--- config.mk ---
export PLATFORM = sky130hd
export DESIGN_NAME = storeFormat
export DESIGN_NICKNAME = d
export VERILOG_FILES = /design/src/hdl/lsuPkg.sv /design/src/hdl/storeFormat.sv
export SDC_FILE = /design/constraint.sdc
export NUM_CORES = 1
export LEC_CHECK = 0
export ABC_AREA = 1
export ABC_CLOCK_PERIOD_IN_PS = 1300
export BUFFER_PORTS_ARGS = -buffer_cell sky130_fd_sc_hd__buf_2
export CORE_MARGIN = 2
export CORE_UTILIZATION = 44
export DETAILED_ROUTE_END_ITERATION = 10
export PLACE_DENSITY = 0.95
export REMOVE_ABC_BUFFERS = 1
export SLEW_MARGIN = 30
export SYNTH_ARGS = -nofsm -noshare
export SYNTH_HDL_FRONTEND = slang
export SYNTH_SLANG_ARGS = --single-unit
--- constraint.sdc ---
create_clock -name vclk -period 1.3
set_input_delay 0 -clock vclk [all_inputs]
set_output_delay 0 -clock vclk [all_outputs]
set_load 0.005 [all_outputs]
--- src/hdl/lsuPkg.sv ---
/*
  Load/store unit shared definitions
  Widths, access codes, control struct, DTIM geometry and the byte swapper
*/

package lsuPkg;

  ////////////////////////////////////////
  // Data path widths
  ////////////////////////////////////////

  localparam int Xlen      = 32;              // Data and address width
  localparam int ByteLanes = Xlen / 8;        // Bytes per word

  typedef logic [Xlen-1:0]      xlenT;        // Data or address word
  typedef logic [ByteLanes-1:0] byteMaskT;    // One write enable per byte lane

  ////////////////////////////////////////
  // Access control codes
  ////////////////////////////////////////

  // Bit 1 read, bit 0 write
  typedef logic [1:0] memRwT;

  // Low two bits size, top bit marks an unsigned load
  typedef logic [2:0] funct3T;

  localparam logic [1:0] SizeByte = 2'b00;
  localparam logic [1:0] SizeHalf = 2'b01;
  localparam logic [1:0] SizeWord = 2'b10;

  typedef logic [1:0] atomicT;

  localparam atomicT AtomicNone = 2'b00;     // Plain load or store
  localparam atomicT AtomicLr   = 2'b01;     // Load reserved
  localparam atomicT AtomicSc   = 2'b10;     // Store conditional

  // All memory-stage control in one word
  typedef struct packed {
    memRwT  memRw;
    funct3T funct3;
    atomicT atomic;
    logic   bigEndian;                       // Swap byte order on this access
  } lsuCtrlT;

  ////////////////////////////////////////
  // DTIM geometry
  ////////////////////////////////////////

  localparam xlenT DtimBase    = 32'h8000_0000;
  localparam int   DtimWords   = 256;
  localparam int   DtimAdrBits = $clog2(DtimWords);

  typedef logic [DtimAdrBits-1:0] dtimAdrT;  // Word index into DTIM

  ////////////////////////////////////////
  // Helpers
  ////////////////////////////////////////

  // Reverse the byte order of a word
  function automatic xlenT byteSwap(input xlenT Din);
    xlenT Dout;
    for (int i = 0; i < ByteLanes; i++) begin
      Dout[8*i +: 8] = Din[8*(ByteLanes-1-i) +: 8];  // Lane i takes the mirror lane
    end
    return Dout;
  endfunction

endpackage
--- src/hdl/storeFormat.sv ---
/*
  Store data formatter
  Replicates subword data, builds byte lane mask, big-endian swap
*/

`timescale 1ns/1ps

module storeFormat (
  input  lsuPkg::lsuCtrlT  CtrlM,
  input  logic [1:0]       AdrLowM,                 // Byte offset in the word
  input  lsuPkg::xlenT     WriteDataM,
  output lsuPkg::xlenT     WrDataM,
  output lsuPkg::byteMaskT ByteMaskM
);

  lsuPkg::xlenT ReplDataM;                          // Little-endian replicated data

  ////////////////////////////////////////
  // Subword replication
  ////////////////////////////////////////

  // Every lane carries the subword, the mask picks the right one
  always_comb begin
    case (CtrlM.funct3[1:0])
      lsuPkg::SizeByte: ReplDataM = {4{WriteDataM[7:0]}};
      lsuPkg::SizeHalf: ReplDataM = {2{WriteDataM[15:0]}};
      default:          ReplDataM = WriteDataM;
    endcase
  end

  ////////////////////////////////////////
  // Byte mask
  ////////////////////////////////////////

  always_comb begin
    case (CtrlM.funct3[1:0])
      lsuPkg::SizeByte: begin
        ByteMaskM = lsuPkg::byteMaskT'(4'b0001 << AdrLowM);
      end
      lsuPkg::SizeHalf: begin
        // Low address bit is a misaligned fault, only the half select matters
        ByteMaskM = AdrLowM[1] ? 4'b1100 : 4'b0011;
      end
      default: begin
        ByteMaskM = '1;                              // Full word
      end
    endcase
  end

  ////////////////////////////////////////
  // Endian swap
  ////////////////////////////////////////

  // Memory holds big-endian words when the access asks for it
  // Byte stores are unaffected since all lanes match
  assign WrDataM = CtrlM.bigEndian ? lsuPkg::byteSwap(ReplDataM) : ReplDataM;

endmodule

Word-level counts from Yosys, hierarchy flattened
Index checks and enable logic that the tools add are counted.
{"block": "op_classes", "eq_ne": 1, "shifts": 1, "muxes": 4, "reduce_logical": 1}
{"op": "$pmux 32 s2", "count": 1}
{"op": "$mux 32", "count": 1}
{"op": "$pmux 4 s2", "count": 1}
{"op": "$mux 4", "count": 1}
{"op": "$shl 1x2->4 const A", "count": 1}
{"op": "$eq 2x1->1 const B", "count": 1}
{"op": "$logic_not 2->1", "count": 1}
{"block": "word_totals", "regBits": 0, "inputBits": 42, "out_inout_bits": 36}

Depth between registers and ports, before layout
{"block": "logic_depth", "word_depth": 3, "mapped_depth": 7, "mapped_depth_nobuf": 5}

Worst setup path before layout
No wires, ideal clock.
{"block": "synth_path", "kind": "in2out", "startpoint": "input port CtrlM[4] (netlist name)", "endpoint": "output port WrDataM[24]", "arrival_time_ps": 558, "setup_slack_ps": 742, "cell_stages": 7, "n_path_buf": 2, "path_cell_list": "buf_6 inv_4 buf_6 nand3_2 nand3_2 nand2_1 nand2_1"}
{"block": "synth_via", "elab_chain_len": 3, "word_cells_on_any_way": 4}
{"item": "start: declaration", "line_no": "storeFormat.sv:9", "source": "input lsuPkg::lsuCtrlT CtrlM,"}
{"item": "$eq 2x1->1 / $logic_not 2->1 (equally long branches)", "line_no": "storeFormat.sv:24", "source": "case (CtrlM.funct3[1:0])"}
{"item": "$pmux 32 s2 *", "line_no": "storeFormat.sv:24"}
{"item": "$mux 32 *", "line_no": "storeFormat.sv:56", "source": "assign WrDataM = CtrlM.bigEndian ? lsuPkg::byteSwap(ReplDataM) : ReplDataM;"}
{"item": "end: declaration", "line_no": "storeFormat.sv:12", "source": "output lsuPkg::xlenT WrDataM,"}
Mark *: on every way between the ends. The rest lies on a longest branch, timed or not.

Final worst setup path
{"block": "layout_path", "startpoint": "input port CtrlM[4] (netlist name)", "endpoint": "output port WrDataM[23]"}
The elaborated chain is that of the path after synthesis.

==> results.py <==
metrics = {
    "outcome": {
        "outcome": "completed",
    },
    "synthesis": {
        "ys_top_cells_by_count": "nand2_1, nand3_2, o21ai_0, buf_2, buf_6",
        "avgSynthCellArea_um2": 4.76,
        "synth_top_area_share_pct": 57.6,
        "synth_top_cell_by_area": "nand2_1",
        "yosys_warnings": 0,
        "syn_area_um2": 920,
        "synth_area_leaders": "nand2_1, nand3_2, buf_6",
        "syn_inst": 193,
        "ys_types": 13,
        "yosys.cell_count.top_type": "nand2_1",
        "yosysSeqAreaShare_pct": 0,
    },
    "die": {
        "start_util_pct": 46.9,
        "ios": 78,
        "dieWidth_um": 49.7,
        "rows": 16,
        "dieArea_um2": 2470,
        "die_y_um": 49.7,
        "core_area_um2": 1960,
    },
    "layout": {
        "flops_and_latches": 0,
        "drive_gt1_share_pct": 38.1,
        "fin_util_pct": 63.6,
        "nClkBuffers": 0,
        "register_area_um2": 0,
        "area_delta_synth_final_pct": 35.6,
        "finalNonFillerCells": 284,
        "fin_nets": 301,
        "fillCellCount": 249,
        "n_antenna_cell": 0,
    },
    "placed_design": {
        "dp_hpwl_mm": 2.00,
        "finalWeightedCongestion": 0.687,
        "port-buffer-count": 73,
        "dp_cells": 284,
        "place_ws_ns": 0.303,
    },
    "timing": {
        "tns_ns": 0,
        "maxSlewViolCount": 0,
        "layout_min_cycle_time_ns": 0.999,
        "rsz0062_at_grt": "no",
        "period_share_pct": 76.9,
        "worst_pin_slew_ns": 0.435,
        "worst_slack_ns": 0.301,
        "final_hold_viol_count": 0,
        "max-slew-margin-rel_pct": 71.0,
        "setup_viol": 0,
        "fmax_mhz": 1000,
    },
    "critical_path": {
        "cp_data_required_time_ns": 1.30,
        "slowest_delay_ns": 0.36,
        "slowest_stage": "buf_2",
        "path_cells": "buf_2, buf_4, nor2_1, nor2_2, nand2_1, nand2_1, buf_2",
        "criticalPathCategory": "in2out",
        "cp-start-kind": "input port",
        "critPathMaxFanout": 20,
        "crit_path_end_kind": "primary output",
        "cp_data_arrival_time_ns": 1.00,
    },
    "pwr": {
        "p_switching_mw": 0.250,
        "power_frac_clock_pct": 0,
        "ir_drop_mv": 0.239,
        "powerDensity_nw_per_um2": 360,
        "swShare_pct": 55.7,
        "p_int_mw": 0.199,
        "total_power_mw": 0.449,
        "seq_power_share_pct": 0,
        "p_comb_share_pct": 100.0,
        "leakagePower_nw": 0.859,
    },
    "clock_network": {
        "post_cts_buffers": 0,
        "post_cts_resized": 0,
        "cts_hold_buffers": 0,
    },
    "routing": {
        "via_per_inst": 4.72,
        "vias": 1340,
        "drc": 0,
        "first_iter_violations": 16,
        "routedWlPerCell_um": 9.12,
        "routed_wl_mm": 2.59,
        "first_pass_iters": 4,
        "final_antenna_net_count": 0,
    },
    "global_routing": {
        "grt_pass1_vias": 1163,
        "grt_max_degree": 33,
        "gr-total-overflow": 0,
        "grt_pass1_wl_mm": 4.66,
        "grt_use_total_pct": 22.2,
        "grt_antenna_before_repair": 0,
    },
    "min_path": {
        "hold_depth": 3,
        "min_to": "ByteMaskM[1]",
        "hp-start": "AdrLowM[1]",
        "hold_path.class": "in2out",
    },
    "job": {
        "max-cap-violations": 0,
    },
}
area by class of cell:
type	instances	area, um^2	share of cell area, %
well taps	27	33.8	2.71
inverters	4	17.5	1.40
multi-input cells	175	793	63.6
repair buffers	78	403	32.3
routing by layer:
| layer | vias up | global-route usage (%) | part of all wire, % |
|---|---|---|---|
| met5 | - | 0 | 0 |
| met1 | 571 | 27.1 | 44 |
| met4 | 0 | 1.39 | 0 |
| met2 | 50 | 43.1 | 48 |
| met3 | 0 | 1.82 | 8.1 |
| li1 | 719 | - | - |
through the flow:
step / area [um^2] / hold slack, ns
2_1_floorplan: 811 / 0.0833
3_3_place_gp: 1250 / 0.286
3_5_place_dp: 1250 / 0.289
4_1_cts: 1250 / 0.291
5_1_grt: 1250 / 0.313
6_report: 1250 / 0.288
power by group through the flow:
stage               registers [mW]  clock network, mW  logic (mW)
floorplan                        0                  0       0.217
global placement                 0                  0       0.443
detailed placement               0                  0       0.452
CTS                              0                  0       0.454
global route                     0                  0       0.520
finish                           0                  0       0.449
how the worst max path moves through the flow:
stage / end / from
2_1_floorplan: WrDataM[16] / CtrlM[0]
3_3_place_gp: WrDataM[15] / CtrlM[4]
3_5_place_dp: WrDataM[15] / CtrlM[4]
4_1_cts: WrDataM[23] / CtrlM[4]
5_1_grt: WrDataM[23] / CtrlM[4]
6_report: WrDataM[23] / CtrlM[4]
critical path: cells and delay by family:
family                 cells  cell delay [ns]
AND/OR/NAND/NOR            4             0.30
buffers and inverters      3             0.69
cells in the final DEF (no fill, tap or decap):
cell	count
inv_4	1
nand3_2	16
buf_4	5
nor2_1	3
nor2_2	2
inv_1	3
o21ai_0	8
nor2_8	1
buf_2	73
nand2_1	141
o21ai_1	4
kinds of logic (layout without fill, tap and decap cells):
kind of cell	count (synthesis)	in the layout	synth area share [%]
compound gates	12	12	6.53
buf+inv	18	82	13.7
simple gates	163	163	79.7
Power figures use the tool's default switching activity.
