### src/hdl/lsuPkg.sv
/*
  Load/store unit shared definitions
  Widths, access codes, control struct, DTIM geometry and the byte swapper
*/

package lsuPkg;

  ////////////////////////////////////////
  // Data path widths
  ////////////////////////////////////////

  localparam int Xlen      = 32;              // Data and address width
  localparam int ByteLanes = Xlen / 8;        // Bytes per word

  typedef logic [Xlen-1:0]      xlenT;        // Data or address word
  typedef logic [ByteLanes-1:0] byteMaskT;    // One write enable per byte lane

  ////////////////////////////////////////
  // Access control codes
  ////////////////////////////////////////

  // Bit 1 read, bit 0 write
  typedef logic [1:0] memRwT;

  // Low two bits size, top bit marks an unsigned load
  typedef logic [2:0] funct3T;

  localparam logic [1:0] SizeByte = 2'b00;
  localparam logic [1:0] SizeHalf = 2'b01;
  localparam logic [1:0] SizeWord = 2'b10;

  typedef logic [1:0] atomicT;

  localparam atomicT AtomicNone = 2'b00;     // Plain load or store
  localparam atomicT AtomicLr   = 2'b01;     // Load reserved
  localparam atomicT AtomicSc   = 2'b10;     // Store conditional

  // All memory-stage control in one word
  typedef struct packed {
    memRwT  memRw;
    funct3T funct3;
    atomicT atomic;
    logic   bigEndian;                       // Swap byte order on this access
  } lsuCtrlT;

  ////////////////////////////////////////
  // DTIM geometry
  ////////////////////////////////////////

  localparam xlenT DtimBase    = 32'h8000_0000;
  localparam int   DtimWords   = 256;
  localparam int   DtimAdrBits = $clog2(DtimWords);

  typedef logic [DtimAdrBits-1:0] dtimAdrT;  // Word index into DTIM

  ////////////////////////////////////////
  // Helpers
  ////////////////////////////////////////

  // Reverse the byte order of a word
  function automatic xlenT byteSwap(input xlenT Din);
    xlenT Dout;
    for (int i = 0; i < ByteLanes; i++) begin
      Dout[8*i +: 8] = Din[8*(ByteLanes-1-i) +: 8];  // Lane i takes the mirror lane
    end
    return Dout;
  endfunction

endpackage
### src/hdl/reservation.sv
/*
  LR/SC reservation
  Tracks one reserved word and decides whether a store-conditional passes
*/

`timescale 1ns/1ps

module reservation (
  input  logic            clk,
  input  logic            rst,
  input  logic            StallW,
  input  lsuPkg::lsuCtrlT CtrlM,
  input  lsuPkg::xlenT    AdrM,
  input  logic            AccessOkM,
  output logic            ScPassM,                  // SC may write memory
  output logic            SquashSCW
);

  logic                      ResValid;
  logic [lsuPkg::Xlen-1:2]   ResAdr;                // Reserved word address
  logic                      IsLrM;
  logic                      IsScM;

  assign IsLrM = CtrlM.memRw[1] & (CtrlM.atomic == lsuPkg::AtomicLr);
  assign IsScM = CtrlM.memRw[0] & (CtrlM.atomic == lsuPkg::AtomicSc);

  assign ScPassM = IsScM & ResValid & (ResAdr == AdrM[lsuPkg::Xlen-1:2]);

  ////////////////////////////////////////
  // Reservation state
  ////////////////////////////////////////

  always_ff @(posedge clk) begin
    if (rst) begin
      ResValid <= 1'b0;
    end else if (!StallW) begin
      if (IsLrM && AccessOkM) ResValid <= 1'b1;     // LR sets it
      else if (IsScM)         ResValid <= 1'b0;     // Any SC consumes it
    end
  end

  always_ff @(posedge clk) begin
    if (IsLrM && AccessOkM && !StallW) begin
      ResAdr <= AdrM[lsuPkg::Xlen-1:2];
    end
  end

  // Registered with the load result, 1 means SC failed
  always_ff @(posedge clk) begin
    if (rst) begin
      SquashSCW <= 1'b0;
    end else if (!StallW) begin
      SquashSCW <= IsScM & ~ScPassM;
    end
  end

endmodule

### config.mk
export PLATFORM = sky130hd
export DESIGN_NAME = reservation
export DESIGN_NICKNAME = d
export VERILOG_FILES = /design/src/hdl/lsuPkg.sv /design/src/hdl/reservation.sv
export SDC_FILE = /design/constraint.sdc
export NUM_CORES = 1
export LEC_CHECK = 0
export BUFFER_PORTS_ARGS = -buffer_cell sky130_fd_sc_hd__buf_2
export CORE_ASPECT_RATIO = 1.4
export CORE_MARGIN = 1
export CORE_UTILIZATION = 45
export DETAILED_ROUTE_END_ITERATION = 12
export PLACE_DENSITY_LB_ADDON = 0.25
export SETUP_SLACK_MARGIN = 0.15
export SYNTH_ARGS = -nofsm -noshare
export SYNTH_HDL_FRONTEND = slang
export SYNTH_SLANG_ARGS = --single-unit
### constraint.sdc
create_clock -name clk -period 5.2 [get_ports clk]
set_input_delay 1.04 -clock clk [delete_from_list [all_inputs] [get_ports clk]]
set_output_delay 1.04 -clock clk [all_outputs]
set_load 0.1 [all_outputs]
# ---- Word-level counts from Yosys, hierarchy flattened
# Index checks and enable logic that the tools add are counted.
dict set report word_totals {
  inputBits 44
  n_memories 0
  latchBits 0
  mem_bits_rw 0
  out_inout_bits 2
  reg_bits 32
  elab_cells 20
  romBits 0
}
dict set report op_classes {
  mux 2
  magnitude_cmp 0
  n_addsub 0
  shift 0
  div_mod_pow 0
  n_eq_ne 3
  bitwise_logic 7
  reduce_logical 5
  n_mul 0
}
# operator count
set ops {}
lappend ops {{30-bit equality test} 1}
lappend ops {{1-bit bitwise AND} 5}
lappend ops {{2-bit by 1-bit equality test with 1-bit output, second input constant} 1}
lappend ops {{2-bit equality test, second input constant} 1}
lappend ops {{1-bit logical AND} 2}
lappend ops {{1-bit two-way mux} 2}
lappend ops {{1-bit inverter} 2}
lappend ops {{2-bit AND reduction} 1}
lappend ops {{2-bit nonzero test} 1}
lappend ops {{1-bit zero test} 1}

# ---- Logic depth before layout (Yosys ltp)
dict set report logic_depth {
  depth_word 6
  depth_mapped 5
  depth_no_buf 5
}

# ---- Worst setup path before layout
# No wires, ideal clock.
dict set report synth_path {
  kind {input to output}
  from {input port AdrM[23]}
  to {output port ScPassM}
  path_buffers 0
  slack_ps 1438
  path_stages 4
  arrival_time_ps 2722
  required_ps 4160
  path_cell_list {xor2_1 > nor4_1 > nand3_1 > nor4_4}
}
dict set report synth_via {
  elab_chain_cells 2
}
# item line_no
set synth_lines {}
lappend synth_lines {{start: declaration} reservation.sv:13} ;# input lsuPkg::xlenT AdrM,
lappend synth_lines {{30-bit equality test} reservation.sv:27} ;# assign ScPassM = IsScM & ResValid & (ResAdr == AdrM[lsuPkg::Xlen-1:2]);
lappend synth_lines {{1-bit bitwise AND} reservation.sv:27}
lappend synth_lines {{end: declaration} reservation.sv:15} ;# output logic ScPassM,
# No other way between the ends.

# ---- Worst setup path after layout
# Same ends and word-level chain as after synthesis.

==> impl_metrics.py <==
metrics = {
    "yosys": {
        "synth_warnings": 0,
        "avgSynthCellArea_um2": 16.30,
        "synth_compound_area_frac": 0.01030,
        "netlist_area_um2": 1336,
        "synth_fp_nets": 126,
        "synth-simple-area-share": 0.08895,
        "synth_top_family_by_area": "XOR/XNOR gates",
        "synthCells": 82,
        "synth-adder-area-share": 0,
        "synth-xor-area-share": 0.1966,
        "ys_ff_latch": 32,
        "synth_mux_area_frac": 0,
        "yosysUniqueCellTypes": 16,
        "yosysSeqAreaShare": 0.7041,
    },
    "clock_tree": {
        "clk_path_buf_depth": 2,
        "clock_latency_ns": 0.28,
        "cts_sinks": 32,
        "path_clk_slew_ns": 0.06,
        "cts_tree": "done",
        "root_buffer": "clkbuf_8",
        "postCtsSetupBuffers": 0,
        "numCtsBuffers": 5,
        "post_cts_resized": 0,
        "cts_hold_buf": 0,
        "htree_levels": 2,
    },
    "placed_design": {
        "place_inst": 159,
        "pre_cts_ws_ns": 1.540,
        "portBuffers": 39,
        "gp_congestion": 0.6522,
        "hpwl_um": 1582,
        "place_area_um2": 1588,
    },
    "floorplan": {
        "core-area_um2": 2849,
        "fp-row-count": 23,
        "die_area_um2": 3194,
        "die_w_um": 48.06,
        "start_util": 0.4690,
        "io_pins": 46,
        "fp.dieH_um": 66.48,
    },
    "setup_path": {
        "path_cells": "buf_2 -> xor2_1 -> nor4_1 -> nand3_1 -> nor4_4 -> buf_2",
        "start_kind": "input pin",
        "end_kind": "output pin",
        "rrSetupSlack_ns": 3.61,
        "path_class": "in2out",
        "critical_path_peak_fanout": 2,
        "cp_data_required_time_ns": 4.16,
        "crit_top_cell": "buf_2",
        "critPathSlowestCell": "buf_2",
        "critPathArrivalTime_ns": 2.60,
        "critPathMaxStageDelay_ns": 0.47,
    },
    "route": {
        "antenna_left": 0,
        "drtPass1Iterations": 4,
        "wl_per_cell_um": 12.34,
        "drcViolationCount": 0,
        "via_count": 806,
        "drt-total-wl_um": 2061,
        "dr.first_iter.drc_count": 21,
        "routed_via_density": 4.826,
    },
    "power_and_ir_drop": {
        "p_per_area_nw_per_um2": 308.4,
        "p_total_mw": 0.5185,
        "worst_ir_drop_vdd_mv": 0.1788,
        "p_leak_nw": 0.6368,
    },
    "grt": {
        "grt_pass1_wl_um": 3077,
        "antenna_found_initial": 0,
        "track_usage": 0.1455,
        "grt_pass1_vias": 767,
        "grt_overflow": 0,
        "grt_max_degree": 24,
    },
    "layout": {
        "fin_area_um2": 1682,
        "finalNonFillerCells": 167,
        "final_nets": 173,
        "drive_gt1_frac": 0.3769,
        "synthToLayoutAreaGrowth_pct": 25.84,
        "n_antenna_cell": 0,
    },
    "timing": {
        "maxSlewHeadroom": 0.6791,
        "worst_pin_slew_ns": 0.4847,
        "final.period_utilization": 0.6997,
        "finClkSkew_ns": 0.006357,
        "fin_crit_ns": 3.639,
        "setup_viol": 0,
        "timing.fmax_ghz": 0.2748,
        "finalHoldViolCount": 0,
        "setup_ws_ns": 1.561,
        "slew_viol_final": 0,
        "tns_ns": 0,
        "rsz0062_at_grt": "no",
    },
    "run_status": {
        "status": "complete, no violations",
    },
    "hold_path": {
        "hold_class": "reg2reg",
    },
    "flow_run": {
        "max-cap-violations": 0,
    },
}
worst max-delay path, delay by kind of cell:
kind,cells,cell delay (ns)
xor+xnor,1,0.15
buf+inv,2,0.58
simple gates,3,0.82
cells in the mapped netlist:
master	number	area, um2
dfxtp_1	2	40.04
edfxtp_1	30	900.9
nand2_1	1	3.750
nand3_1	1	5.000
nand3b_1	1	7.510
nand4_1	3	18.77
nand4b_1	1	8.760
nor2_1	3	11.26
nor3_1	1	5.000
nor4_1	5	31.28
nor4_4	1	21.27
o21a_1	1	7.510
o22ai_1	1	6.260
or3_1	1	6.260
xnor2_1	8	70.07
xor2_1	22	192.7
power by group:
group          internal, mW  switching (mW)  leakage, nW
Clock                 0.107          0.0856       0.0445
Sequential            0.287         0.00198        0.287
Combinational        0.0191          0.0177        0.305
registers in the layout (all words and copies together), names as in the netlist:
signal	cells
SquashSCW	1
ResValid	1
ResAdr	30
final cells by class:
cell class	instances	area [um2]
clock buffer	7	86.33
sequential	32	940.9
tap	37	46.29
fill	232	1167
clock inverter	1	7.507
multi-input combinational	50	397.9
timing repair buffer	40	202.7
cell usage in the layout (no fill, tap or decap), types with 2 or more instances in the layout:
master and count:
xnor2_1 8, dfxtp_1 2, buf_2 39, nor2_1 2
nor4_1 5, nand4_1 3, edfxtp_1 30, xor2_1 22
clkbuf_8 6
path summary, 6_finish.rpt:
path,startpoint,to,cells past startpoint
setup / recovery,AdrM[23],ScPassM,6
hold / removal,SquashSCW,SquashSCW,2
setup reg to reg,ResAdr[23],SquashSCW,5
hold reg to reg,SquashSCW,SquashSCW,2
per-stage QoR:
step / hold WS [ns] / utilization
final: 0.4746 / 0.5903
after global routing: 0.5113 / 0.5903
after CTS: 0.4802 / 0.5903
after detailed placement: 0.4680 / 0.5573
after global placement: 0.4576 / 0.5573
after floorplan: 0.5340 / -
cells by family (layout without fill, tap and decap cells):
logic type,Yosys count,after routing
and+or+nand+nor,18,18
buffers and inverters,0,48
AOI/OAI and AO/OA,2,2
xor gates and xnor gates,30,30
DFF,32,32
per-layer routing:
layer,GRT usage,up-vias,routed length [um]
li1,-,403,-
met1,0.1604,366,840
met2,0.2230,30,1038
met3,0.06504,7,132
met4,0.08333,0,48
met5,0,-,0
Note: power is estimated with default switching activity, not from simulation.
