$ cat src/hdl/lsuPkg.sv
/*
  Load/store unit shared definitions
  Widths, access codes, control struct, DTIM geometry and the byte swapper
*/

package lsuPkg;

  ////////////////////////////////////////
  // Data path widths
  ////////////////////////////////////////

  localparam int Xlen      = 32;              // Data and address width
  localparam int ByteLanes = Xlen / 8;        // Bytes per word

  typedef logic [Xlen-1:0]      xlenT;        // Data or address word
  typedef logic [ByteLanes-1:0] byteMaskT;    // One write enable per byte lane

  ////////////////////////////////////////
  // Access control codes
  ////////////////////////////////////////

  // Bit 1 read, bit 0 write
  typedef logic [1:0] memRwT;

  // Low two bits size, top bit marks an unsigned load
  typedef logic [2:0] funct3T;

  localparam logic [1:0] SizeByte = 2'b00;
  localparam logic [1:0] SizeHalf = 2'b01;
  localparam logic [1:0] SizeWord = 2'b10;

  typedef logic [1:0] atomicT;

  localparam atomicT AtomicNone = 2'b00;     // Plain load or store
  localparam atomicT AtomicLr   = 2'b01;     // Load reserved
  localparam atomicT AtomicSc   = 2'b10;     // Store conditional

  // All memory-stage control in one word
  typedef struct packed {
    memRwT  memRw;
    funct3T funct3;
    atomicT atomic;
    logic   bigEndian;                       // Swap byte order on this access
  } lsuCtrlT;

  ////////////////////////////////////////
  // DTIM geometry
  ////////////////////////////////////////

  localparam xlenT DtimBase    = 32'h8000_0000;
  localparam int   DtimWords   = 256;
  localparam int   DtimAdrBits = $clog2(DtimWords);

  typedef logic [DtimAdrBits-1:0] dtimAdrT;  // Word index into DTIM

  ////////////////////////////////////////
  // Helpers
  ////////////////////////////////////////

  // Reverse the byte order of a word
  function automatic xlenT byteSwap(input xlenT Din);
    xlenT Dout;
    for (int i = 0; i < ByteLanes; i++) begin
      Dout[8*i +: 8] = Din[8*(ByteLanes-1-i) +: 8];  // Lane i takes the mirror lane
    end
    return Dout;
  endfunction

endpackage
$ cat src/hdl/lsuAddrStage.sv
/*
  Execute-to-memory address register
  DTIM read index plus misaligned and access fault detection
*/

`timescale 1ns/1ps

module lsuAddrStage (
  input  logic            clk,
  input  logic            rst,
  input  logic            StallM,
  input  lsuPkg::xlenT    IEUAdrE,
  input  lsuPkg::lsuCtrlT CtrlM,
  output lsuPkg::xlenT    AdrM,
  output lsuPkg::dtimAdrT RdIdxE,                    // Word index for the early DTIM read
  output logic            AccessOkM,
  output logic            LoadMisalignedFaultM,
  output logic            StoreAmoMisalignedFaultM,
  output logic            LoadAccessFaultM,
  output logic            StoreAmoAccessFaultM
);

  logic         MisalignedM;
  logic         InRangeM;
  lsuPkg::xlenT OffsetM;                             // Distance from DTIM base

  ////////////////////////////////////////
  // E to M address register
  ////////////////////////////////////////

  always_ff @(posedge clk) begin
    if (rst) begin
      AdrM <= '0;
    end else if (!StallM) begin
      AdrM <= IEUAdrE;                               // Holds while M is stalled
    end
  end

  // Read starts in E so data is ready in M
  assign RdIdxE = IEUAdrE[lsuPkg::DtimAdrBits+1:2];

  ////////////////////////////////////////
  // Fault checks
  ////////////////////////////////////////

  always_comb begin
    case (CtrlM.funct3[1:0])
      lsuPkg::SizeByte: MisalignedM = 1'b0;
      lsuPkg::SizeHalf: MisalignedM = AdrM[0];
      default:          MisalignedM = |AdrM[1:0];     // Word, and the unused code
    endcase
  end

  // Wraps below base, so one unsigned compare covers both bounds
  assign OffsetM  = AdrM - lsuPkg::DtimBase;
  assign InRangeM = OffsetM < lsuPkg::xlenT'(lsuPkg::DtimWords * lsuPkg::ByteLanes);

  assign AccessOkM = InRangeM & ~MisalignedM;

  assign LoadMisalignedFaultM     = CtrlM.memRw[1] & MisalignedM;
  assign StoreAmoMisalignedFaultM = CtrlM.memRw[0] & MisalignedM;

  // Misalignment takes priority over the range check
  assign LoadAccessFaultM     = CtrlM.memRw[1] & ~MisalignedM & ~InRangeM;
  assign StoreAmoAccessFaultM = CtrlM.memRw[0] & ~MisalignedM & ~InRangeM;

endmodule

$ cat config.mk
export PLATFORM = sky130hd
export DESIGN_NAME = lsuAddrStage
export DESIGN_NICKNAME = d
export VERILOG_FILES = /design/src/hdl/lsuPkg.sv /design/src/hdl/lsuAddrStage.sv
export SDC_FILE = /design/constraint.sdc
export NUM_CORES = 1
export LEC_CHECK = 0
export BUFFER_PORTS_ARGS = -buffer_cell sky130_fd_sc_hd__buf_2
export CELL_PAD_IN_SITES_DETAIL_PLACEMENT = 1
export CELL_PAD_IN_SITES_GLOBAL_PLACEMENT = 1
export CORE_MARGIN = 3
export CORE_UTILIZATION = 31
export DETAILED_ROUTE_END_ITERATION = 8
export PLACE_DENSITY_LB_ADDON = 0.1
export SLEW_MARGIN = 5
export SYNTH_ARGS = -nofsm -noshare
export SYNTH_HDL_FRONTEND = slang
export SYNTH_SLANG_ARGS = --single-unit
$ cat constraint.sdc
create_clock -name clk -period 3.3 [get_ports clk]
set_clock_uncertainty 0.15 [all_clocks]
set_input_delay 0.165 -clock clk [delete_from_list [all_inputs] [get_ports clk]]
set_output_delay 0.165 -clock clk [all_outputs]
set_load 0.02 [all_outputs]
# After elaboration in Yosys (flattened, before gate mapping)
# Index checks and enable logic that the tools add are counted.
dict set report word_totals {
  register_bits 32
  inputBits 43
  output_inout_bits 45
  wordCells 16
}
dict set report classes {
  add_sub_neg 1
  n_lt_le_gt_ge 1
  eq_ne 1
  muxes 1
  bitwise_logic 9
  n_reduce_logical 2
}
# operator n
set ops {}
lappend ops {{$lt 32x11->1 const B} 1}
lappend ops {{$sub 32x32->32 const B} 1}
lappend ops {{$and 1x1->1} 7}
lappend ops {{$eq 2x1->1 const B} 1}
lappend ops {{$logic_not 2->1} 1}
lappend ops {{$not 1->1} 2}
lappend ops {{$pmux 1 s2} 1}
lappend ops {{$reduce_or 2->1} 1}

# Longest topological paths before layout
# Gate-level depths: netlist of run 1.
dict set report depth {
  depth_word 5
  mapped_depth 4
  mapped_depth_nobuf 3
}

# Least setup slack after synthesis of run 1
# OpenSTA, ideal clock, no wires.
dict set report synth_timing {
  kind {register to output}
  start {register AdrM[16]}
  end {output port AccessOkM}
  t_arrival_ns 1.343
  required_ns 2.985
  slack_ns 1.642
  stages_incl_launch_ff 4
  cell_sequence {dfxtp_1 > or4_4 > nor3_4 > and3b_1}
}
dict set report synth_via {
  elab_chain_cells 3
}
# element line
set synth_lines {}
lappend synth_lines {{start, declared} lsuAddrStage.sv:14} ;# output lsuPkg::xlenT AdrM,
lappend synth_lines {{start signal, assigned} lsuAddrStage.sv:35} ;# AdrM <= IEUAdrE;
lappend synth_lines {{$sub 32x32->32} lsuAddrStage.sv:55} ;# assign OffsetM = AdrM - lsuPkg::DtimBase;
lappend synth_lines {{$lt 32x11->1} lsuAddrStage.sv:56} ;# assign InRangeM = OffsetM < lsuPkg::xlenT'(lsuPkg::DtimWords * lsuPkg::ByteLanes);
lappend synth_lines {{$and 1x1->1} lsuAddrStage.sv:58} ;# assign AccessOkM = InRangeM & ~MisalignedM;
lappend synth_lines {{end, declared} lsuAddrStage.sv:16} ;# output logic AccessOkM,
# No other way between the ends.

# Worst setup path after layout of run 1
# Same ends and word-level chain as after synthesis.

==> impl_metrics.ini, run 1 <==
[setup_path]
path_buf_inv = 1
arrival_ns = 1.62
crit_chain = or4_4, nor3_4, and3b_1, buf_2
endpoint_kind = output pin
path_class = reg -> out
critPathSlowestCell = or4_4
worst_ep_required_time_ns = 2.98
start_kind = flip-flop
critPathTopFamily = simple AND/OR/NAND/NOR gates
worstPathMaxFanout = 3
slowest_delay_ns = 0.54

[synthesis]
syn_inst = 128
ys_seq_area_frac = 0.4966
synth_compound_gate_area_share = 0.01164
synth_top_family_by_area = multiplexers
yosysTopAreaCell = dfxtp_1
synth_top_area_frac = 0.4966
synth_fa_ha_area_frac = 0
synth.avg_cell_area_um2 = 10.08
synth-simple-area-share = 0.1726
ys_warn_count = 0
yosys-top-cells-area = dfxtp_1, mux2i_1, nor2_1, buf_4, buf_2
syn_nets = 171
netlist_area_mm2 = 0.001290
synthMuxAreaShare = 0.2483
yosysUniqueCellTypes = 17
ys_ff_latch = 32
synth_xor_xnor_area_share = 0

[sta]
fmaxAchievable_mhz = 517.3
final-hold-violation-count = 0
period_share = 0.5858
setup_viol = 0
whs_ns = 0.006558
period_minus_slack_ns = 1.933
maxSlewHeadroom = 0.3655
slew_viol_final = 0
rsz0062_at_grt = false
setup_tns_ns = 0
tightest_slew_ns = 0.9517

[placement]
io_buffers = 83
place.gp.congestion = 0.7012
dp_hpwl_um = 2648

[floorplan]
die_h_um = 70.51
start_util = 0.3371
coreArea_mm2 = 0.003826
dieWidth_um = 70.51
rows = 22
io_pins = 88
dieArea_mm2 = 0.004971

[final_layout]
largest_register_ffs = 32
mostFrequentLayoutCells = buf_2, dfxtp_1, mux2i_1, nor2_1, dlygate4sd3_1
multi_input_area_um2 = 558.0
reg.largest.list = AdrM x32
final_common_cell = buf_2
syn2layout_area_growth_pct = 60.04
fin_nets = 276
layout-drive-gt1-share = 0.3889
antenna_cells = 0
fill_cells = 453
register_area_um2 = 640.6
top_register = AdrM

[route]
vias = 1273
wl_per_cell_um = 14.12
drt_iter0_drc = 61
vias_per_cell = 4.514
wirelength_um = 3981
top_layer = met4
wl_met1_um = 1535
dr.pass1.iters = 4
ant_nets = 0
drc = 0
routed-wl-met3_um = 228
route.met2.wl_um = 2158

[grt]
gr-total-overflow = 0
grt_pass1_vias = 1326
grtUsageTotal = 0.1576
grt_start_max_net_pins = 33
grt_antenna_before_repair = 0
grt_pass1_wl_um = 6203

[power]
ir_worst_vdd_mv = 0.2320
p_leak_nw = 1.097
power.density_mw_per_mm2 = 443.7

[run]
max-cap-violations = 0

[clock_tree]
clock_latency_ns = 0.27
cts_tree = built
cts.sinks = 32
post_cts_resized = 0
htree_levels = 2
clockBufferDepth = 2
path_clk_slew_ns = 0.06
root_buffer = clkbuf_8
numCtsBuffers = 5

[worst_hold_path]
min_path_type = in -> reg

[outcome]
status = complete, no violations
[worst min-delay path, cell delays in order]
cell and delay [ns]:
buf_2 0.08, mux2i_1 0.05, nor2_1 0.09
[where the power goes]
group | internal, mW | total [mW] | switching (mW)
clock | 0.170 | 0.298 | 0.129
combinational | 0.0911 | 0.191 | 0.100
sequential | 0.410 | 0.427 | 0.0168
[metrics by stage]
| stage | std cells | utilization | setup slack [ns] | power [mW] | area, um2 |
|---|---|---|---|---|---|
| floorplan | 128 | - | 1.642 | 0.5386 | 1290 |
| global placement | 244 | 0.4375 | 1.667 | 0.5923 | 1674 |
| detailed placement | 244 | 0.4375 | 1.644 | 0.5984 | 1674 |
| CTS | 281 | 0.5370 | 1.340 | 0.9275 | 2054 |
| global route | 282 | 0.5396 | 1.277 | 0.9686 | 2064 |
| finish | 282 | 0.5396 | 1.367 | 0.9160 | 2064 |
[area by class of cell]
type,instances,share of cell area
flip-flops and latches,32,0.3103
well taps,48,0.02909
repair buffers,113,0.3467
clock buffers,8,0.04364
multi-input cells,81,0.2703
[logic make-up (layout without fill, tap and decap cells)]
logic type,after synthesis,in the layout
flip-flops,32,32
buffers and inverters,15,121
AO/OA/AOI/OAI,3,3
AND/OR/NAND/NOR,46,46
multiplexers,32,32
[per-layer routing]
layer | vias to the layer above | track usage
met4 | 0 | 0.05319
met3 | 6 | 0.04029
met1 | 586 | 0.1670
li1 | 634 | -
met2 | 47 | 0.2983
met5 | - | 0
[synth_stat cells]
cell type	count
and3b_1	1
nor4_1	3
dfxtp_1	32
clkbuf_1	3
buf_2	4
a21oi_1	2
mux2i_1	32
nand3_1	2
and2_1	2
or4_4	1
o21ai_0	1
nor4b_1	1
buf_4	8
nor3_4	1
nand2_1	2
nor2_1	32
and4_1	1
[final timing paths]
path	endpoint	startpoint	slack, ns	cells past startpoint
hold / removal	AdrM[21]	IEUAdrE[21]	0.007	3
hold reg to reg	AdrM[2]	AdrM[2]	0.34	2
setup / recovery	AccessOkM	AdrM[16]	1.37	4
setup reg to reg	AdrM[27]	AdrM[27]	2.46	2
[repair_timing]
action	CTS	global route
endpoints found under the hold margin	29	1
buffers inserted	0	0
hold buffers	29	1
(Power assumes the default switching activity.)
==> run 2, diff against run 1 <==
--- a/config.mk
+++ b/config.mk
@@ -5,11 +5,12 @@
 export SDC_FILE = /design/constraint.sdc
 export NUM_CORES = 1
 export LEC_CHECK = 0
+export ABC_AREA = 1
 export BUFFER_PORTS_ARGS = -buffer_cell sky130_fd_sc_hd__buf_2
 export CELL_PAD_IN_SITES_DETAIL_PLACEMENT = 1
 export CELL_PAD_IN_SITES_GLOBAL_PLACEMENT = 1
 export CORE_MARGIN = 3
-export CORE_UTILIZATION = 31
+export CORE_UTILIZATION = 25
 export DETAILED_ROUTE_END_ITERATION = 8
 export PLACE_DENSITY_LB_ADDON = 0.1
 export SLEW_MARGIN = 5
==> constraint.sdc (replaced) <==
create_clock -name clk -period 1.6 [get_ports clk]
set_clock_uncertainty 0.15 [all_clocks]
set_input_delay 0.08 -clock clk [delete_from_list [all_inputs] [get_ports clk]]
set_output_delay 0.08 -clock clk [all_outputs]
set_load 0.02 [all_outputs]
==> impl_metrics.ini, run 2 <==
[sta]
worst_slack_ns = 0.07185
period_share = 0.9551
final-hold-violation-count = 0
maxSlewHeadroom = 0.7477
setup_viol = 0
whs_ns = 0.03074
period_minus_slack_ns = 1.528
rsz0062_at_grt = true
slew_viol_final = 0
fmaxAchievable_mhz = 654.4
tightest_slew_ns = 0.3785

[setup_path]
worstRegToRegCells = 2
path_class = reg -> out
crit_end = AccessOkM
rr_endpoint = AdrM[0]
worst_ep_required_time_ns = 1.37
arrival_ns = 1.30
worstPathMaxFanout = 3
start_kind = flip-flop
rrSetupSlack_ns = 0.77
r2r_start = AdrM[0]
crit_path_start = AdrM[16]
endpoint_kind = output pin

[synthesis]
yosysUniqueCellTypes = 15
synth.avg_cell_area_um2 = 7.459
synth_top_family_by_area = simple AND/OR/NAND/NOR gates
syn_inst = 182
synth_fa_ha_area_frac = 0
synth_xor_xnor_area_share = 0
syn_nets = 225
ys_ff_latch = 32
async_flop_share = 0
yosysMostFrequentCell = nand2_1
yosysTopAreaCell = dfxtp_1
yosys-top-cells-area = dfxtp_1, nand2_1, a21oi_1, buf_6, nor2_1
ys_top_cells_by_count = nand2_1, dfxtp_1, a21oi_1
synth_top_area_frac = 0.4719
ys_warn_count = 0
synth-simple-area-share = 0.2470
synth_compound_gate_area_share = 0.1410
netlist_area_mm2 = 0.001358
synthMuxAreaShare = 0
ys_seq_area_frac = 0.4719
synth_ff_type = dfxtp_1
synth-edff-count = 0

[clock_tree]
path_clk_slew_ns = 0.07
clock_latency_ns = 0.28
cts_setup_buffers = 0
clockBufferDepth = 2
root_buffer = clkbuf_8
cts_tree = built
htree_levels = 2
cts.sinks = 32
numCtsBuffers = 5

[floorplan]
dieArea_mm2 = 0.006351
dieWidth_um = 79.69
start_util = 0.2625
io_pins = 88
coreArea_mm2 = 0.005172
rows = 26
die_h_um = 79.69

[final_layout]
mostFrequentLayoutCells = buf_2, nand2_1, dlygate4sd3_1, dfxtp_1, a21oi_1
syn2layout_area_growth_pct = 60.92
fin_nets = 331
reg.largest.list = AdrM x32
layout.cells.non_filler = 359
antenna_cells = 0
final_common_cell = buf_2
layout-drive-gt1-share = 0.3668
top_register = AdrM
largest_register_ffs = 32

[grt]
grt_pass1_wl_um = 7155
grt_start_max_net_pins = 31
gr-total-overflow = 0
grtUsageTotal = 0.1443
grt_antenna_before_repair = 0
grt_pass1_vias = 1555

[placement]
placed_cells = 319
io_buffers = 83
pre_cts_ws_ns = 0.2857
place.gp.congestion = 0.6842
dp_hpwl_um = 2861

[route]
vias = 1504
dr.pass1.iters = 2
wl_per_cell_um = 12.29
wirelength_um = 4412
drt_iter0_drc = 36
ant_nets = 0
drc = 0
vias_per_cell = 4.189

[power]
power.total_mw = 1.932
p_leak_nw = 1.076
power.density_mw_per_mm2 = 884.3
ir_worst_vdd_mv = 0.4717

[worst_hold_path]
min_path_type = in -> reg

[run]
max-cap-violations = 0

[outcome]
status = complete, no violations
-- run 2: changes by cell type after synthesis, sizes merged, moves of 6 or more --
cell / change
a21oi: +28
buf: +6
inv: +9
mux2i: -32
nand2: +66
nor2: -12
-- run 2: area by class of cell --
type	instances	area (um2)
fill	664	2988
timing repair buffer	117	778.2
sequential	32	643.1
multi-input combinational	123	546.8
tap	70	87.58
clock buffer	6	82.58
inverter	9	36.28
clock inverter	2	10.01
-- run 2: report_power, final --
group          leakage [nW]  total (mW)  switching [mW]  internal (mW)
combinational         0.760       0.415           0.231          0.184
clock                0.0510       0.647           0.304          0.343
sequential            0.265       0.871          0.0284          0.842
-- run 2: logic make-up after synthesis --
family / after synthesis
buffers and inverters: 27
AO/OA/AOI/OAI: 34
flip-flops: 32
AND/OR/NAND/NOR: 89
-- run 2: timing repair --
item,in CTS,in global routing
hold buffers,32,0
resized for setup,2,13
endpoints found under the setup margin,3,5
hold endpoints to repair,32,0
pin swaps,0,9
-- run 2: metrics by stage --
| stage | setup TNS [ns] | cell area (um2) | util |
|---|---|---|---|
| final | 0 | 2185 | 0.4224 |
| after global routing | -0.08668 | 2185 | 0.4224 |
| after CTS | 0 | 2155 | 0.4165 |
| after detailed placement | 0 | 1734 | 0.3353 |
| after global placement | 0 | 1734 | 0.3353 |
| after floorplan | 0 | 1358 | - |
-- run 2: worst max-delay path, stage by stage, from the launching register on --
cell     delay (ns)
dfxtp_2        0.33
nor2_1         0.10
nand2_1        0.07
nor2_2         0.14
nand3_2        0.12
nor2_1         0.12
buf_4          0.15
-- run 2: worst min path at each step --
stage                      startpoint  endpoint  slack [ns]  cells past startpoint
after detailed placement  IEUAdrE[30]  AdrM[30]        0.19                      3
after global placement    IEUAdrE[17]  AdrM[17]        0.19                      3
after CTS                         rst   AdrM[1]        0.03                      2
after global routing              rst  AdrM[20]        0.03                      2
final                             rst   AdrM[3]        0.03                      2
after floorplan                   rst   AdrM[0]       0.003                      1
-- run 2: routing by layer --
layer  routed length (um)  vias to the layer above  track usage  part of all wire
met5                    0                        -            0                 0
met4                   57                        0      0.05155             0.013
met3                  295                        8      0.04176             0.067
met2                 2199                       51       0.2513              0.50
met1                 1860                      675       0.1669              0.42
li1                     -                      770            -                 -
==> run 3, diff against run 2 <==
--- a/config.mk
+++ b/config.mk
@@ -5,13 +5,13 @@
 export SDC_FILE = /design/constraint.sdc
 export NUM_CORES = 1
 export LEC_CHECK = 0
-export ABC_AREA = 1
 export BUFFER_PORTS_ARGS = -buffer_cell sky130_fd_sc_hd__buf_2
 export CELL_PAD_IN_SITES_DETAIL_PLACEMENT = 1
 export CELL_PAD_IN_SITES_GLOBAL_PLACEMENT = 1
 export CORE_MARGIN = 3
-export CORE_UTILIZATION = 25
+export CORE_UTILIZATION = 26
 export DETAILED_ROUTE_END_ITERATION = 8
+export GPL_ROUTABILITY_DRIVEN = 1
 export PLACE_DENSITY_LB_ADDON = 0.1
 export SLEW_MARGIN = 5
 export SYNTH_ARGS = -nofsm -noshare
==> impl_metrics.ini, run 3 (synthesis results as in run 1) <==
[outcome]
status = finished, violations left
violations = negative setup slack

[sta]
slew_viol_final = 0
maxSlewHeadroom = 0.6092
tightest_slew_ns = 0.5862
setup_viol = 3
final-hold-violation-count = 0
period_share = 1.139
rsz0062_at_grt = true
period_minus_slack_ns = 1.822
worst_slack_ns = -0.2222
fmaxAchievable_mhz = 548.8

[placement]
dp_hpwl_um = 2775
io_buffers = 83
placed_cells = 262
placed_cell_area_mm2 = 0.001715
place.gp.congestion = 0.7039

[clock_tree]
cts.sinks = 32
cts_setup_buffers = 0
root_buffer = clkbuf_8
clock_latency_ns = 0.27
path_clk_slew_ns = 0.06
numCtsBuffers = 5
htree_levels = 2
cts_tree = built
clockBufferDepth = 2

[grt]
gr-total-overflow = 0
grt_pass1_vias = 1418
grt_pass1_wl_um = 6548
grt.busiest_layer = met2
use_met3 = 0.04728
grtUsageTotal = 0.1386
grt_use_met2 = 0.2548
use_met1 = 0.1436
grt_antenna_before_repair = 0
grt_start_max_net_pins = 33

[final_layout]
final_area_mm2 = 0.002136
final_common_cell = buf_2
largest_register_ffs = 32
reg.largest.list = AdrM x32
mostFrequentLayoutCells = buf_2, mux2i_1, nor2_1, dlygate4sd3_1, dfxtp_1
layout.cells.non_filler = 302
top_register = AdrM
fin_nets = 279
syn2layout_area_growth_pct = 65.57
fill_cells = 563
layout-drive-gt1-share = 0.3924
antenna_cells = 0

[setup_path]
rrSetupSlack_ns = 0.76
endpoint_kind = output pin
r2r_start = AdrM[10]
rr_endpoint = AdrM[10]
start_kind = flip-flop
worstRegToRegCells = 2
worstPathMaxFanout = 3
arrival_ns = 1.59
worst_ep_required_time_ns = 1.37
path_class = reg -> out

[floorplan]
rows = 24
coreArea_mm2 = 0.004564
start_util = 0.2826
dieWidth_um = 76.44
dieArea_mm2 = 0.005842
die_h_um = 76.44
io_pins = 88

[run]
max-cap-violations = 0

[route]
drt_iter0_drc = 22
drc = 0
ant_nets = 0
vias_per_cell = 4.361
wirelength_um = 3956
dr.pass1.iters = 4
vias = 1317
wl_per_cell_um = 13.10

[power]
power.density_mw_per_mm2 = 890.9
p_leak_nw = 1.117
ir_worst_vdd_mv = 0.4112
power.total_mw = 1.903

[worst_hold_path]
min_path_type = in -> reg
hold_end = AdrM[25]
hp-start = rst
whs_path_depth = 2
## run 3: changes by cell type in the layout (fill, tap and decap cells not counted), moves of 3 or more
cell	delta
a21oi_1	-26
inv_1	-6
mux2i_1	+32
nand2_1	-66
nor2_1	+15
nor2_2	-3
nor4_1	+3
## run 3: where the power goes
| group | switching [mW] | internal [mW] |
|---|---|---|
| combinational | 0.207 | 0.196 |
| clock | 0.269 | 0.350 |
| sequential | 0.0347 | 0.846 |
## run 3: stage by stage
step | worst slack [ns] | TNS (ns) | util | hold WS, ns
2_1_floorplan | 0.02690 | 0 | - | 0.002383
3_3_place_gp | 0.04470 | 0 | 0.3758 | 0.1591
3_5_place_dp | 0.03991 | 0 | 0.3758 | 0.1723
4_1_cts | -0.2489 | -0.6345 | 0.4671 | 0.1572
5_1_grt | -0.3286 | -0.8906 | 0.4679 | 0.1735
6_report | -0.2222 | -0.5626 | 0.4679 | 0.1431
## run 3: final cells by class
type / instances / area (um2) / area share
tap: 65 / 81.33 / 0.03808
clock buffer: 8 / 90.09 / 0.04218
sequential: 32 / 641.9 / 0.3005
timing repair buffer: 116 / 764.5 / 0.3579
multi-input combinational: 81 / 558.0 / 0.2613
## run 3: worst max-delay path: stages (launching register included)
cell and delay, ns:
dfxtp_2 0.32, or4_4 0.54, nor3_4 0.15, and3b_1 0.19, buf_6 0.12
## run 3: worst max path at each step
stage	slack, ns	endpoint	startpoint
finish	-0.22	AccessOkM	AdrM[16]
global route	-0.33	AccessOkM	AdrM[16]
CTS	-0.25	AccessOkM	AdrM[16]
detailed placement	0.04	AccessOkM	AdrM[16]
global placement	0.04	AccessOkM	AdrM[16]
floorplan	0.03	AccessOkM	AdrM[16]
## run 3: what timing repair did
action / CTS / global route
pin swaps: 1 / 0
hold buffers: 32 / 0
endpoints found under the hold margin: 32 / 0
gates resized for setup: 3 / 1
setup endpoints to repair: 3 / 3
## run 3: routing by layer
metal	part of all wire	vias to the layer above
li1	-	640
met1	0.41	623
met2	0.53	50
met3	0.056	4
met4	0.012	0
met5	0	-
